==> src/include/sine_lut.svh <==
// one full electrical turn, 128 + 127 * sin(2 pi i / 64)
localparam logic [7:0] SINE_LUT [0:63] = '{
    // **************************************************
    // rising from mid-scale
    // **************************************************
    8'd128, 8'd140, 8'd153, 8'd165,
    8'd177, 8'd188, 8'd199, 8'd209,
    8'd218, 8'd226, 8'd234, 8'd240,
    8'd245, 8'd250, 8'd253, 8'd254,
    // peak at entry 16
    8'd255, 8'd254, 8'd253, 8'd250,
    8'd245, 8'd240, 8'd234, 8'd226,
    8'd218, 8'd209, 8'd199, 8'd188,
    8'd177, 8'd165, 8'd153, 8'd140,
    // **************************************************
    // negative half
    // **************************************************
    8'd128, 8'd116, 8'd103, 8'd91,
    8'd79,  8'd68,  8'd57,  8'd47,
    8'd38,  8'd30,  8'd22,  8'd16,
    8'd11,  8'd6,   8'd3,   8'd2,
    // trough at entry 48
    8'd1,   8'd2,   8'd3,   8'd6,
    8'd11,  8'd16,  8'd22,  8'd30,
    8'd38,  8'd47,  8'd57,  8'd68,
    8'd79,  8'd91,  8'd103, 8'd116
};

==> src/bus_pkg.sv <==
package bus_pkg;

    localparam int AXIL_ADDR_W = 16;
    localparam int AXIL_DATA_W = 32;

    localparam logic [1:0] RESP_OKAY = 2'b00;

    // **************************************************
    // register map
    // **************************************************
    localparam logic [AXIL_ADDR_W-1:0] REG_CTRL     = 16'h0000; // enable bit 0, mode 9:8
    localparam logic [AXIL_ADDR_W-1:0] REG_VELOCITY = 16'h0004; // signed 16 bit
    localparam logic [AXIL_ADDR_W-1:0] REG_OFFSET   = 16'h0008; // low 6 bits
    localparam logic [AXIL_ADDR_W-1:0] REG_STATUS   = 16'h000C; // u 5:0, v 13:8, w 21:16

    typedef struct packed {
        logic [AXIL_ADDR_W-1:0]   awaddr;
        logic                     awvalid;
        logic [AXIL_DATA_W-1:0]   wdata;
        logic [AXIL_DATA_W/8-1:0] wstrb;
        logic                     wvalid;
        logic                     bready;
        logic [AXIL_ADDR_W-1:0]   araddr;
        logic                     arvalid;
        logic                     rready;
    } axil_req_t;

    typedef struct packed {
        logic                   awready;
        logic                   wready;
        logic [1:0]             bresp;
        logic                   bvalid;
        logic                   arready;
        logic [AXIL_DATA_W-1:0] rdata;
        logic [1:0]             rresp;
        logic                   rvalid;
    } axil_rsp_t;

endpackage

==> src/motor_pkg.sv <==
package motor_pkg;

    // **************************************************
    // sine table and commutation constants
    // **************************************************
    localparam int TLEN_BITS = 6;
    localparam int TLEN      = 64;
    localparam int TMAX      = 16; // torque lead, a quarter turn
    localparam int TOFF_V    = 20;
    localparam int TOFF_W    = 41;

    localparam int FEEDBACK_SHIFT = 4; // encoder counts per table step is 16

    localparam int PWM_PRESCALE = 4;
    localparam int PWM_TOP      = 254; // 255 counts per period

    typedef enum logic [1:0] {
        MODE_RUN       = 2'd0,
        MODE_POSITION  = 2'd1,
        MODE_CALIBRATE = 2'd2
    } mode_t;

    typedef struct packed {
        logic                 enable;
        mode_t                mode;
        logic signed [15:0]   velocity;
        logic [TLEN_BITS-1:0] offset;
    } ctrl_t;

    typedef struct packed {
        logic [TLEN_BITS-1:0] u;
        logic [TLEN_BITS-1:0] v;
        logic [TLEN_BITS-1:0] w;
        logic [7:0]           voltage; // |velocity| clipped to 255
    } phase_pos_t;

    typedef struct packed {
        logic       valid;
        logic [7:0] sine;
        logic [7:0] voltage;
    } mul_req_t;

    typedef struct packed {
        logic        valid;
        logic [15:0] product;
    } mul_rsp_t;

endpackage

==> src/bldc_regs.sv <==
`timescale 1ns/1ns

module bldc_regs (
    input  logic                  clk,
    input  logic                  rst_n,
    input  bus_pkg::axil_req_t    axil_req,
    output bus_pkg::axil_rsp_t    axil_rsp,
    output motor_pkg::ctrl_t      ctrl,
    input  motor_pkg::phase_pos_t pos
);
    import bus_pkg::*;
    import motor_pkg::*;

    axil_rsp_t              rsp_q;
    ctrl_t                  ctrl_q;
    logic                   wr_fire;
    logic                   rd_fire;
    logic [AXIL_DATA_W-1:0] rd_word;

    assign axil_rsp = rsp_q;
    assign ctrl     = ctrl_q;

    assign wr_fire = rsp_q.awready && axil_req.awvalid && axil_req.wvalid;
    assign rd_fire = rsp_q.arready && axil_req.arvalid;

    always_comb begin
        rd_word = '0; // unmapped reads return zero
        case (axil_req.araddr)
            REG_CTRL:     rd_word = {22'd0, ctrl_q.mode, 7'd0, ctrl_q.enable};
            REG_VELOCITY: rd_word = {16'd0, ctrl_q.velocity};
            REG_OFFSET:   rd_word = {26'd0, ctrl_q.offset};
            REG_STATUS:   rd_word = {10'd0, pos.w, 2'd0, pos.v, 2'd0, pos.u};
            default:      rd_word = '0;
        endcase
    end

    // **************************************************
    // write channel
    // **************************************************
    always_ff @(posedge clk or negedge rst_n) begin
        if (!rst_n) begin
            rsp_q  <= '0;
            ctrl_q <= '0;
        end else begin
            // accept a write only when no response is outstanding
            rsp_q.awready <= !rsp_q.bvalid && !rsp_q.awready &&
                             axil_req.awvalid && axil_req.wvalid;
            rsp_q.wready  <= !rsp_q.bvalid && !rsp_q.awready &&
                             axil_req.awvalid && axil_req.wvalid;
            if (wr_fire) begin
                rsp_q.bvalid <= 1'b1;
                rsp_q.bresp  <= RESP_OKAY;
                case (axil_req.awaddr)
                    REG_CTRL: begin
                        if (axil_req.wstrb[0]) ctrl_q.enable <= axil_req.wdata[0];
                        if (axil_req.wstrb[1]) ctrl_q.mode <= mode_t'(axil_req.wdata[9:8]);
                    end
                    REG_VELOCITY: begin
                        if (axil_req.wstrb[0]) ctrl_q.velocity[7:0] <= axil_req.wdata[7:0];
                        if (axil_req.wstrb[1]) ctrl_q.velocity[15:8] <= axil_req.wdata[15:8];
                    end
                    REG_OFFSET: begin
                        if (axil_req.wstrb[0]) ctrl_q.offset <= axil_req.wdata[TLEN_BITS-1:0];
                    end
                    default: ; // status and holes ignore writes
                endcase
            end else if (rsp_q.bvalid && axil_req.bready) begin
                rsp_q.bvalid <= 1'b0;
            end

            // read channel, status is sampled live at the address handshake
            rsp_q.arready <= !rsp_q.rvalid && !rsp_q.arready && axil_req.arvalid;
            if (rd_fire) begin
                rsp_q.rvalid <= 1'b1;
                rsp_q.rdata  <= rd_word;
                rsp_q.rresp  <= RESP_OKAY;
            end else if (rsp_q.rvalid && axil_req.rready) begin
                rsp_q.rvalid <= 1'b0;
            end
        end
    end

    // a write response always answers a write accepted the cycle before
    a_bvalid_after_write: assert property (
        @(posedge clk) disable iff (!rst_n)
        $rose(rsp_q.bvalid) |-> $past(wr_fire)
    );

endmodule

==> src/commutation.sv <==
`timescale 1ns/1ns

module commutation (
    input  logic                  clk,
    input  logic                  rst_n,
    input  motor_pkg::ctrl_t      ctrl,
    input  logic [15:0]           feedback,
    output motor_pkg::phase_pos_t pos
);
    import motor_pkg::*;

    phase_pos_t           pos_q;
    logic [TLEN_BITS-1:0] fb_pos;
    logic [TLEN_BITS-1:0] lead;
    logic [TLEN_BITS-1:0] base;
    logic signed [16:0]   vel_ext;
    logic [16:0]          vel_abs;
    logic [7:0]           volt;

    assign pos = pos_q;

    assign fb_pos  = feedback[FEEDBACK_SHIFT +: TLEN_BITS];
    assign vel_ext = ctrl.velocity; // one extra bit so -32768 has a magnitude

    always_comb begin
        vel_abs = (vel_ext < 0) ? 17'(-vel_ext) : 17'(vel_ext);
        volt    = (vel_abs > 17'd255) ? 8'hFF : vel_abs[7:0];

        if (vel_ext > 0) begin
            lead = TLEN_BITS'(TMAX);
        end else if (vel_ext < 0) begin
            lead = TLEN_BITS'(TLEN - TMAX); // lead of -TMAX, modulo the table length
        end else begin
            lead = '0;
        end

        case (ctrl.mode)
            MODE_POSITION:  base = ctrl.offset; // open loop, feedback not used
            MODE_CALIBRATE: base = fb_pos + ctrl.offset;
            default:        base = fb_pos + ctrl.offset + lead;
        endcase
    end

    // all three positions and the voltage move together
    always_ff @(posedge clk or negedge rst_n) begin
        if (!rst_n) begin
            pos_q <= '0;
        end else begin
            pos_q.u       <= base;
            pos_q.v       <= base + TLEN_BITS'(TOFF_V);
            pos_q.w       <= base + TLEN_BITS'(TOFF_W);
            pos_q.voltage <= volt;
        end
    end

endmodule

==> src/mult_share.sv <==
`timescale 1ns/1ns

module mult_share (
    input  logic                clk,
    input  logic                rst_n,
    input  motor_pkg::mul_req_t req [3],
    output motor_pkg::mul_rsp_t rsp [3]
);
    import motor_pkg::*;

    logic [1:0]  last_q;
    logic [2:0]  vld_q;
    logic [15:0] prod_q;
    logic [1:0]  grant_idx;
    logic        grant_vld;
    logic [2:0]  pending;

    // a requester whose product is on the output this cycle still shows valid
    always_comb begin
        for (int i = 0; i < 3; i++) begin
            pending[i] = req[i].valid && !vld_q[i];
        end
    end

    // **************************************************
    // round-robin pick, starting after the last grant
    // **************************************************
    always_comb begin
        int unsigned cand;
        grant_vld = 1'b0;
        grant_idx = last_q;
        for (int k = 1; k <= 3; k++) begin
            cand = (int'(last_q) + k) % 3;
            if (!grant_vld && pending[cand]) begin
                grant_vld = 1'b1;
                grant_idx = 2'(cand);
            end
        end
    end

    always_ff @(posedge clk or negedge rst_n) begin
        if (!rst_n) begin
            last_q <= 2'd2; // channel 0 wins first
            vld_q  <= '0;
        end else begin
            vld_q <= '0;
            if (grant_vld) begin
                vld_q[grant_idx] <= 1'b1;
                last_q           <= grant_idx;
            end
        end
    end

    always_ff @(posedge clk) begin
        if (grant_vld) begin
            prod_q <= {8'd0, req[grant_idx].sine} * {8'd0, req[grant_idx].voltage};
        end
    end

    always_comb begin
        for (int i = 0; i < 3; i++) begin
            rsp[i].valid   = vld_q[i];
            rsp[i].product = prod_q;
        end
    end

    a_one_rsp: assert property (
        @(posedge clk) disable iff (!rst_n)
        $onehot0({rsp[2].valid, rsp[1].valid, rsp[0].valid})
    );

endmodule

==> src/pwm_timebase.sv <==
`timescale 1ns/1ns

module pwm_timebase (
    input  logic       clk,
    input  logic       rst_n,
    output logic [7:0] count,
    output logic       period_start
);
    import motor_pkg::*;

    logic [$clog2(PWM_PRESCALE)-1:0] pre_q;

    // period_start is high in the first clock of count 0
    always_ff @(posedge clk or negedge rst_n) begin
        if (!rst_n) begin
            pre_q        <= '0;
            count        <= '0;
            period_start <= 1'b0;
        end else begin
            period_start <= 1'b0;
            if (pre_q == $bits(pre_q)'(PWM_PRESCALE - 1)) begin
                pre_q <= '0;
                if (count == 8'(PWM_TOP)) begin
                    count        <= '0;
                    period_start <= 1'b1;
                end else begin
                    count <= count + 8'd1;
                end
            end else begin
                pre_q <= pre_q + 1'b1;
            end
        end
    end

endmodule

==> src/phase_channel.sv <==
`timescale 1ns/1ns

module phase_channel (
    input  logic                           clk,
    input  logic                           rst_n,
    input  logic                           enable,
    input  logic [7:0]                     count,
    input  logic                           period_start,
    input  logic [motor_pkg::TLEN_BITS-1:0] position,
    input  logic [7:0]                     voltage,
    output motor_pkg::mul_req_t            mul_req,
    input  motor_pkg::mul_rsp_t            mul_rsp,
    output logic                           gate_p,
    output logic                           gate_n
);
    import motor_pkg::*;

    `include "sine_lut.svh"

    logic                 busy_q;
    logic [TLEN_BITS-1:0] pos_q;
    logic [7:0]           volt_q;
    logic [7:0]           sine_q;
    logic [7:0]           duty_pend_q;
    logic [7:0]           duty_act_q;
    logic                 stale;
    logic                 issue;

    // operands of the last request no longer match the inputs
    assign stale = (position != pos_q) || (voltage != volt_q);
    assign issue = stale && (!busy_q || mul_rsp.valid);

    assign mul_req.valid   = busy_q;
    assign mul_req.sine    = sine_q;
    assign mul_req.voltage = volt_q;

    // **************************************************
    // product request and duty latch
    // **************************************************
    always_ff @(posedge clk or negedge rst_n) begin
        if (!rst_n) begin
            busy_q      <= 1'b0;
            pos_q       <= '0;
            volt_q      <= '0;
            duty_pend_q <= '0;
            duty_act_q  <= '0;
        end else begin
            if (mul_rsp.valid) begin
                duty_pend_q <= mul_rsp.product[15:8]; // scale back to 8 bits
            end
            if (period_start) begin
                duty_act_q <= duty_pend_q;
            end
            if (issue) begin
                busy_q <= 1'b1;
                pos_q  <= position;
                volt_q <= voltage;
            end else if (mul_rsp.valid) begin
                busy_q <= 1'b0;
            end
        end
    end

    always_ff @(posedge clk) begin
        if (issue) begin
            sine_q <= SINE_LUT[position];
        end
    end

    assign gate_p = enable && (count < duty_act_q);
    assign gate_n = enable && !(count < duty_act_q);

    a_no_shoot_through: assert property (
        @(posedge clk) disable iff (!rst_n)
        !(gate_p && gate_n)
    );

endmodule

==> src/bldc_top.sv <==
`timescale 1ns/1ns

module bldc_top (
    input  logic               clk,
    input  logic               rst_n,
    input  bus_pkg::axil_req_t axil_req,
    input  logic [15:0]        feedback,
    output bus_pkg::axil_rsp_t axil_rsp,
    output logic               en,
    output logic               u_p,
    output logic               v_p,
    output logic               w_p,
    output logic               u_n,
    output logic               v_n,
    output logic               w_n
);
    import motor_pkg::*;

    ctrl_t      ctrl;
    phase_pos_t pos;
    mul_req_t   mul_req [3];
    mul_rsp_t   mul_rsp [3];
    logic [7:0] count;
    logic       period_start;

    assign en = ctrl.enable;

    bldc_regs u_regs (
        .clk      (clk),
        .rst_n    (rst_n),
        .axil_req (axil_req),
        .axil_rsp (axil_rsp),
        .ctrl     (ctrl),
        .pos      (pos)
    );

    commutation u_commutation (
        .clk      (clk),
        .rst_n    (rst_n),
        .ctrl     (ctrl),
        .feedback (feedback),
        .pos      (pos)
    );

    mult_share u_mult_share (
        .clk   (clk),
        .rst_n (rst_n),
        .req   (mul_req),
        .rsp   (mul_rsp)
    );

    pwm_timebase u_pwm_timebase (
        .clk          (clk),
        .rst_n        (rst_n),
        .count        (count),
        .period_start (period_start)
    );

    // **************************************************
    // phase channels, 0 = u, 1 = v, 2 = w on the multiplier
    // **************************************************
    phase_channel u_phase (
        .clk          (clk),
        .rst_n        (rst_n),
        .enable       (ctrl.enable),
        .count        (count),
        .period_start (period_start),
        .position     (pos.u),
        .voltage      (pos.voltage),
        .mul_req      (mul_req[0]),
        .mul_rsp      (mul_rsp[0]),
        .gate_p       (u_p),
        .gate_n       (u_n)
    );

    phase_channel v_phase (
        .clk          (clk),
        .rst_n        (rst_n),
        .enable       (ctrl.enable),
        .count        (count),
        .period_start (period_start),
        .position     (pos.v),
        .voltage      (pos.voltage),
        .mul_req      (mul_req[1]),
        .mul_rsp      (mul_rsp[1]),
        .gate_p       (v_p),
        .gate_n       (v_n)
    );

    phase_channel w_phase (
        .clk          (clk),
        .rst_n        (rst_n),
        .enable       (ctrl.enable),
        .count        (count),
        .period_start (period_start),
        .position     (pos.w),
        .voltage      (pos.voltage),
        .mul_req      (mul_req[2]),
        .mul_rsp      (mul_rsp[2]),
        .gate_p       (w_p),
        .gate_n       (w_n)
    );

endmodule

==> config.mk <==
export PLATFORM = sky130hd
export DESIGN_NAME = bldc_top
export DESIGN_NICKNAME = d
export VERILOG_FILES = /design/src/bus_pkg.sv /design/src/motor_pkg.sv /design/src/bldc_regs.sv /design/src/commutation.sv /design/src/mult_share.sv /design/src/pwm_timebase.sv /design/src/phase_channel.sv /design/src/bldc_top.sv
export VERILOG_INCLUDE_DIRS = /design/src /design/src/include
export SDC_FILE = /design/constraint.sdc
export NUM_CORES = 1
export LEC_CHECK = 0
export ABC_AREA = 0
export BUFFER_PORTS_ARGS = -buffer_cell sky130_fd_sc_hd__buf_2
export CORE_ASPECT_RATIO = 2
export CORE_UTILIZATION = 47
export CTS_BUF_LIST = sky130_fd_sc_hd__clkbuf_8
export DETAILED_ROUTE_END_ITERATION = 7
export GPL_TIMING_DRIVEN = 0
export HOLD_SLACK_MARGIN = 0.12
export MAX_ROUTING_LAYER = met4
export PLACE_DENSITY_LB_ADDON = 0.12
export SYNTH_ARGS = -nofsm -noshare
export SYNTH_HDL_FRONTEND = slang
export SYNTH_HIERARCHICAL = 1
export SYNTH_SLANG_ARGS = --single-unit
==> constraint.sdc <==
create_clock -name clk -period 17.7 [get_ports clk]
set_input_delay 0 -clock clk [delete_from_list [all_inputs] [get_ports clk]]
set_output_delay 0 -clock clk [all_outputs]
set_load 0.005 [all_outputs]
* Yosys cells after proc, flatten, opt, wreduce, memory -nomap -nowiden
Memories as Yosys holds them, arrays and structs flattened. A register that Yosys moved wholly into a read port is not among the register bits.
Cells that the tools add are included.
** Cells by class
- $add $sub $neg :: 10
- $mul :: 1
- Divide/modulo/power cells :: 3
- Magnitude comparators :: 12
- Eq/ne operators :: 15
- Multiplexer cells :: 38
- Bitwise logic cells :: 4
- Reductions and logical operators :: 58
** Operators with widths (count)
- $lt A32 B3 Y1 const B :: 3
- $mod A32 B3 Y32 const B :: 3
- $pmux W22 S4 :: 1
- $eq A16 B4 Y1 const B :: 3
- $bmux W17 S2 :: 1
- $eq A16 B3 Y1 const B :: 2
- $logic_not A16 Y1 :: 2
- $mux W16 :: 2
- $logic_and A1 B1 Y1 :: 25
- $lt A8 B8 Y1 :: 3
- $ne A8 B8 Y1 :: 3
- $not A6 Y7 :: 3
- $mux W1 :: 19
- $ne A6 B6 Y1 :: 3
- $gt A17 B8 Y1 const B :: 1
- $mux W17 :: 1
- $neg A16 Y17 :: 1
- $gt A16 B1 Y1 const B :: 1
- $lt A16 B1 Y1 const B :: 1
- $mul A8 B8 Y16 :: 1
- $mux W8 :: 2
- $logic_not A1 Y1 :: 15
- $reduce_and A3 Y1 :: 5
- $add A6 B6 Y6 :: 2
- 21 further kinds :: 38
** Storage, ports and cells
- Bits in registers :: 212
- ROM bits :: 1536
- Input bits :: 91
- Output and inout bits :: 48
- Word-level logic and storage cells :: 179
- Memories :: 3
** Memories
- (name not given) :: words 64, bits a word 8, rd ports 1, clocked after memory_dff 1, write ports 0, RTL line phase_channel.sv:66 : sine_q <= SINE_LUT[position];
- (name not given) :: words 64, bits a word 8, rd ports 1, clocked after memory_dff 1, write ports 0, RTL line phase_channel.sv:66
- (name not given) :: words 64, bits a word 8, rd ports 1, clocked after memory_dff 1, write ports 0, RTL line phase_channel.sv:66

* Logic depth before layout (Yosys ltp)
- Word-level depth :: 16
- Mapped depth :: 25
- Gate-level depth less buffers :: 21

* Hierarchy
Netlist, hierarchy kept.
** By module, submodules not included
- mult_share :: times used 1, cells each 671, area each 5407.7 um^2, sequential area each 606.8 um^2
- phase_channel at v_phase ... :: times used 2, cells each 281, area each 2600.0 um^2, sequential area each 1016.0 um^2
- phase_channel at u_phase :: times used 1, cells each 288, area each 2637.5 um^2, sequential area each 1016.0 um^2
- bldc_regs :: times used 1, cells each 197, area each 2399.8 um^2, sequential area each 1276.2 um^2
- commutation :: times used 1, cells each 158, area each 1557.7 um^2, sequential area each 600.6 um^2
- pwm_timebase :: times used 1, cells each 54, area each 543.0 um^2, sequential area each 275.3 um^2

* Worst setup path after synthesis
Ideal clock, no wire load.
- Path type :: reg2reg
- Start point :: register u_mult_share.last_q[1]
- End point :: register u_mult_share.prod_q[14], data pin
- Library setup time :: 0.195 ns
- Arrival time :: 5.767 ns
- Required time :: 17.505 ns
- Setup slack :: 11.738 ns
- Cell stages (with the launch flop) :: 21
- Buffers on the path :: 2
- Clock period less this slack :: 5.962 ns
- Cells stage by stage :: dfstp_2 > inv_1 > ha_1 > nor4b_1 > nor3_1 > o211ai_1 > buf_4 > buf_2 > mux2_2 > mux2i_1 > fa_1 > fa_1 > fa_1 > inv_1 > fa_1 > inv_1 > ha_1 > or2_2 > a21oi_1 > nor2_1 > o311ai_0
** Between the ends
- Word-level cells in the longest chain between the ends :: 16
- Elaborated cells between the ends (all ways) :: 26
- Those cells by class :: 3 x add/sub; 1 x mul; 3 x div; 14 x mux; 1 x bitwise; 4 x reduce/logical
** RTL lines
- start, declared :: RTL line mult_share.sv:11 : logic [1:0] last_q;
- start signal, assigned :: RTL line mult_share.sv:49 : last_q <= grant_idx;
- $add A2 B1 Y3 :: RTL line mult_share.sv:33 : cand = (int'(last_q) + k) % 3;
- $mod A32 B3 Y32 :: RTL line mult_share.sv:33
- $bmux W1 S2 :: RTL line mult_share.sv:34 : if (!grant_vld && pending[cand]) begin
- $mux W1 (implied by the code) :: RTL line mult_share.sv:34
- $mux W1 :: RTL line mult_share.sv:34
- $logic_not A1 Y1 :: RTL line mult_share.sv:34
- $logic_and A1 B1 Y1 :: RTL line mult_share.sv:34
- $mux W1 :: RTL line mult_share.sv:34
- $logic_not A1 Y1 :: RTL line mult_share.sv:34
- $logic_and A1 B1 Y1 :: RTL line mult_share.sv:34
- $mux W2 (*) :: RTL line mult_share.sv:34
- $not A2 Y3 (implied by the code) (*) :: RTL line mult_share.sv:56 : prod_q <= {8'd0, req[grant_idx].sine} * {8'd0, req[grant_idx].voltage};
- $bmux W17 S2 (*) :: RTL line mult_share.sv:56
- $mux W16 (implied by the code) (*) (2 in a row) :: RTL line mult_share.sv:56
- $mul A8 B8 Y16 (*) :: RTL line mult_share.sv:56
- end signal, assigned :: RTL line mult_share.sv:56
- end, declared :: RTL line mult_share.sv:13 : logic [15:0] prod_q;
Every way passes the cells marked *; elsewhere a longest branch is shown, timed or not. The select of a mux whose other input is x is not followed.
A chain may end at the register's enable or synchronous reset.

* Final worst setup path
- Start point :: register u_mult_share.last_q[1]
- End point :: register u_mult_share.prod_q[15], data pin
The elaborated chain is that of the path after synthesis.

==> impl_metrics.tcl <==
set metrics [dict create \
    numClockSinks 216 \
    min_period_over_period_pct 42.2 \
    dp_hpwl_mm 44.3 \
    cp-start-kind "register" \
    dr.pass1.iters 6 \
    fin_setup_tns_ns 0 \
    clk_pin_slew_ns 0.06 \
    hold_violations 0 \
    regToRegSetupSlack_ns 10.23 \
    whs_path_depth 3 \
    gp_congestion 0.980 \
    startpoint "u_mult_share/last_q[1]" \
    leakagePower_uw 0.00916 \
    drt-wirelength-per-cell_um 22.5 \
    num_rows 99 \
    ant_nets 0 \
    r2r_cells 22 \
    overflow 0 \
    htree_levels 2 \
    endpoint "u_mult_share/prod_q[15]" \
    holdCritPathClass "in2reg" \
    dpl_worst_slack_ns 10.35 \
    worst-setup-path-type "reg2reg" \
    ios 139 \
    r2r_end "u_mult_share/prod_q[15]" \
    slew_viol_final 0 \
    drive_above_1_share_pct 19.7 \
    ir_worst_vdd_v 0.000156 \
    clk_latency_ns 0.56 \
    fmax_ghz 0.134 \
    register_area_um2 5570 \
    fin_cells 2572 \
    cp_slowest_cell "o311ai_0" \
    grt_usage_pct 32.4 \
    design_area_um2 19700 \
    die_w_um 138 \
    nFillCells 3383 \
    layout_min_cycle_time_ns 7.47 \
    cp_cell_sequence "inv_1 > ha_1 > nor4b_1 > nor3_1 > o211ai_1 > buf_4 > buf_6 > clkbuf_1 > nand3_1 > mux2i_1 > fa_1 > fa_1 > fa_1 > inv_1 > fa_1 > inv_1 > ha_1 > nand3_1 > a21oi_1 > o311ai_0 > nand2_1 > a211oi_1" \
    die_area_um2 37600 \
    routed_wl_mm 57.8 \
    die_h_um 273 \
    start_util_pct 47.5 \
    worst_slack_ns 10.23 \
    portBuffers 96 \
    fin_nets 2318 \
    multiInputGateArea_um2 10300 \
    skew_ns 0.0224 \
    end_kind "register" \
    clock_path_buffers 3 \
    cts_root_buf "clkbuf_8" \
    placed_cells 2458 \
    drt_iter0_drc 1025 \
    required_ns 18.08 \
    crit_arrival_ns 7.85 \
    area_growth_pct 13.8 \
    r2r-start "u_mult_share/last_q[1]" \
    slowest_delay_ns 0.86 \
    grt_max_degree 119 \
    drc 0 \
    power_density_nw_per_um2 112 \
    core_area_um2 36400 \
    viasPerCell 5.81 \
    worst_pin_slew_ns 1.31 \
    rsz0062_at_grt "no" \
    cts_tree "done" \
    relSlewSlack_pct 11.9 \
    syn_area_per_cell_um2 9.14 \
    cts_inserted_buffers 35 \
    path_common_cell "fa_1" \
    setup_viol 0 \
    drv_cap 0 \
    post_dp_cell_area_um2 18400 \
    worst-path-max-fanout 10 \
    grt_pass1_vias 15607 \
    status "finished, final reports clean" \
    ys_warn_count 6 \
    antenna_found_initial 2 \
    synthCells 1894 \
    syn_area_um2 17300 \
    vias 14949 \
    grt_first_pass_wirelength_mm 87.9 \
]
-- area by class of cell --
cell class,count,area share [%]
clock buffers,42,2.93
multi-input cells,1393,52.5
well taps,454,2.88
repair buffers,149,5.36
diodes,1,0.0127
inverters,117,2.23
flip-flops and latches,216,28.3
plain buffers,181,5.13
clock inverters,19,0.724
-- layout by cell type (no fill, tap or decap), types with 27 or more instances in the layout --
cell type      instances
clkbuf_1              39
nand2b_1              29
buf_2                135
mux2_2               112
a21oi_1               73
fa_1                  37
mux2i_1               92
nor2b_1               27
buf_4                 47
nand2_1              308
inv_1                121
xor2_1                30
o21ai_0               87
ha_1                  97
dfrtp_1              183
nand3_1               71
clkbuf_8              42
edfxtp_1              32
buf_1                 41
xnor2_1               39
dlygate4sd3_1         51
nor2_1                66
-- worst min path at each step --
| stage | start | end | slack (ns) |
|---|---|---|---|
| global placement | axil_req[0] | u_regs/axil_rsp[0] | 0.19 |
| detailed placement | rst_n | u_pwm_timebase/pre_q[0] | -0.004 |
| floorplan | rst_n | u_commutation/pos[0] | -0.30 |
| CTS | feedback[5] | u_commutation/pos[15] | 0.13 |
| global route | axil_req[0] | u_regs/axil_rsp[0] | 0.17 |
| finish | axil_req[0] | u_regs/axil_rsp[0] | 0.19 |
-- critical path: cells and delay by family, from the launching register on --
family          cells  cell delay, ns
compound gates      4            1.65
fa+ha+maj           6            2.74
buf+inv             6            1.13
flops               1            0.54
mux                 1            0.24
simple gates        5            0.97
-- registers in the layout, indices dropped and copies added, names as in the netlist, 6 cells and up --
register,count
u_mult_share/prod_q,8
w_phase/pos_q,6
w_phase/sine_q,8
u_phase/volt_q,8
v_phase/volt_q,8
v_phase/duty_pend_q,8
u_phase/sine_q,8
u_phase/duty_pend_q,8
v_phase/sine_q,8
u_phase/pos_q,6
u_commutation/pos,24
u_regs/ctrl,25
u_phase/duty_act_q,8
w_phase/duty_act_q,8
v_phase/duty_act_q,8
u_regs/axil_rsp,26
w_phase/duty_pend_q,8
w_phase/volt_q,8
u_pwm_timebase/count,8
v_phase/pos_q,6
-- routing by layer --
layer / global-route usage [%] / part of all wire (%) / vias up
met5: - / 0 / -
met2: 60.7 / 55 / 582
met4: 25.9 / 9.2 / 0
li1: - / - / 6918
met3: 3.93 / 4.4 / 266
met1: 27.9 / 32 / 7183
-- report_power, final --
part	switching [uW]	internal, uW
combinational	684	436
sequential	53.7	588
clock	209	246
-- timing repair --
item,4_1_cts,5_1_grt
hold buffers,51,1
gates resized for setup,0,0
hold endpoints to repair,234,1
buffers inserted,0,0
-- stage by stage --
step                      hold WS (ns)  total power [uW]  util, %
after floorplan                 -0.296              1420        -
after global placement           0.188              1730     50.5
after detailed placement      -0.00417              1740     50.6
after CTS                        0.126              2210     54.1
after global routing             0.173              2300     54.1
final                            0.192              2220     54.1
(Power assumes the default switching activity.)
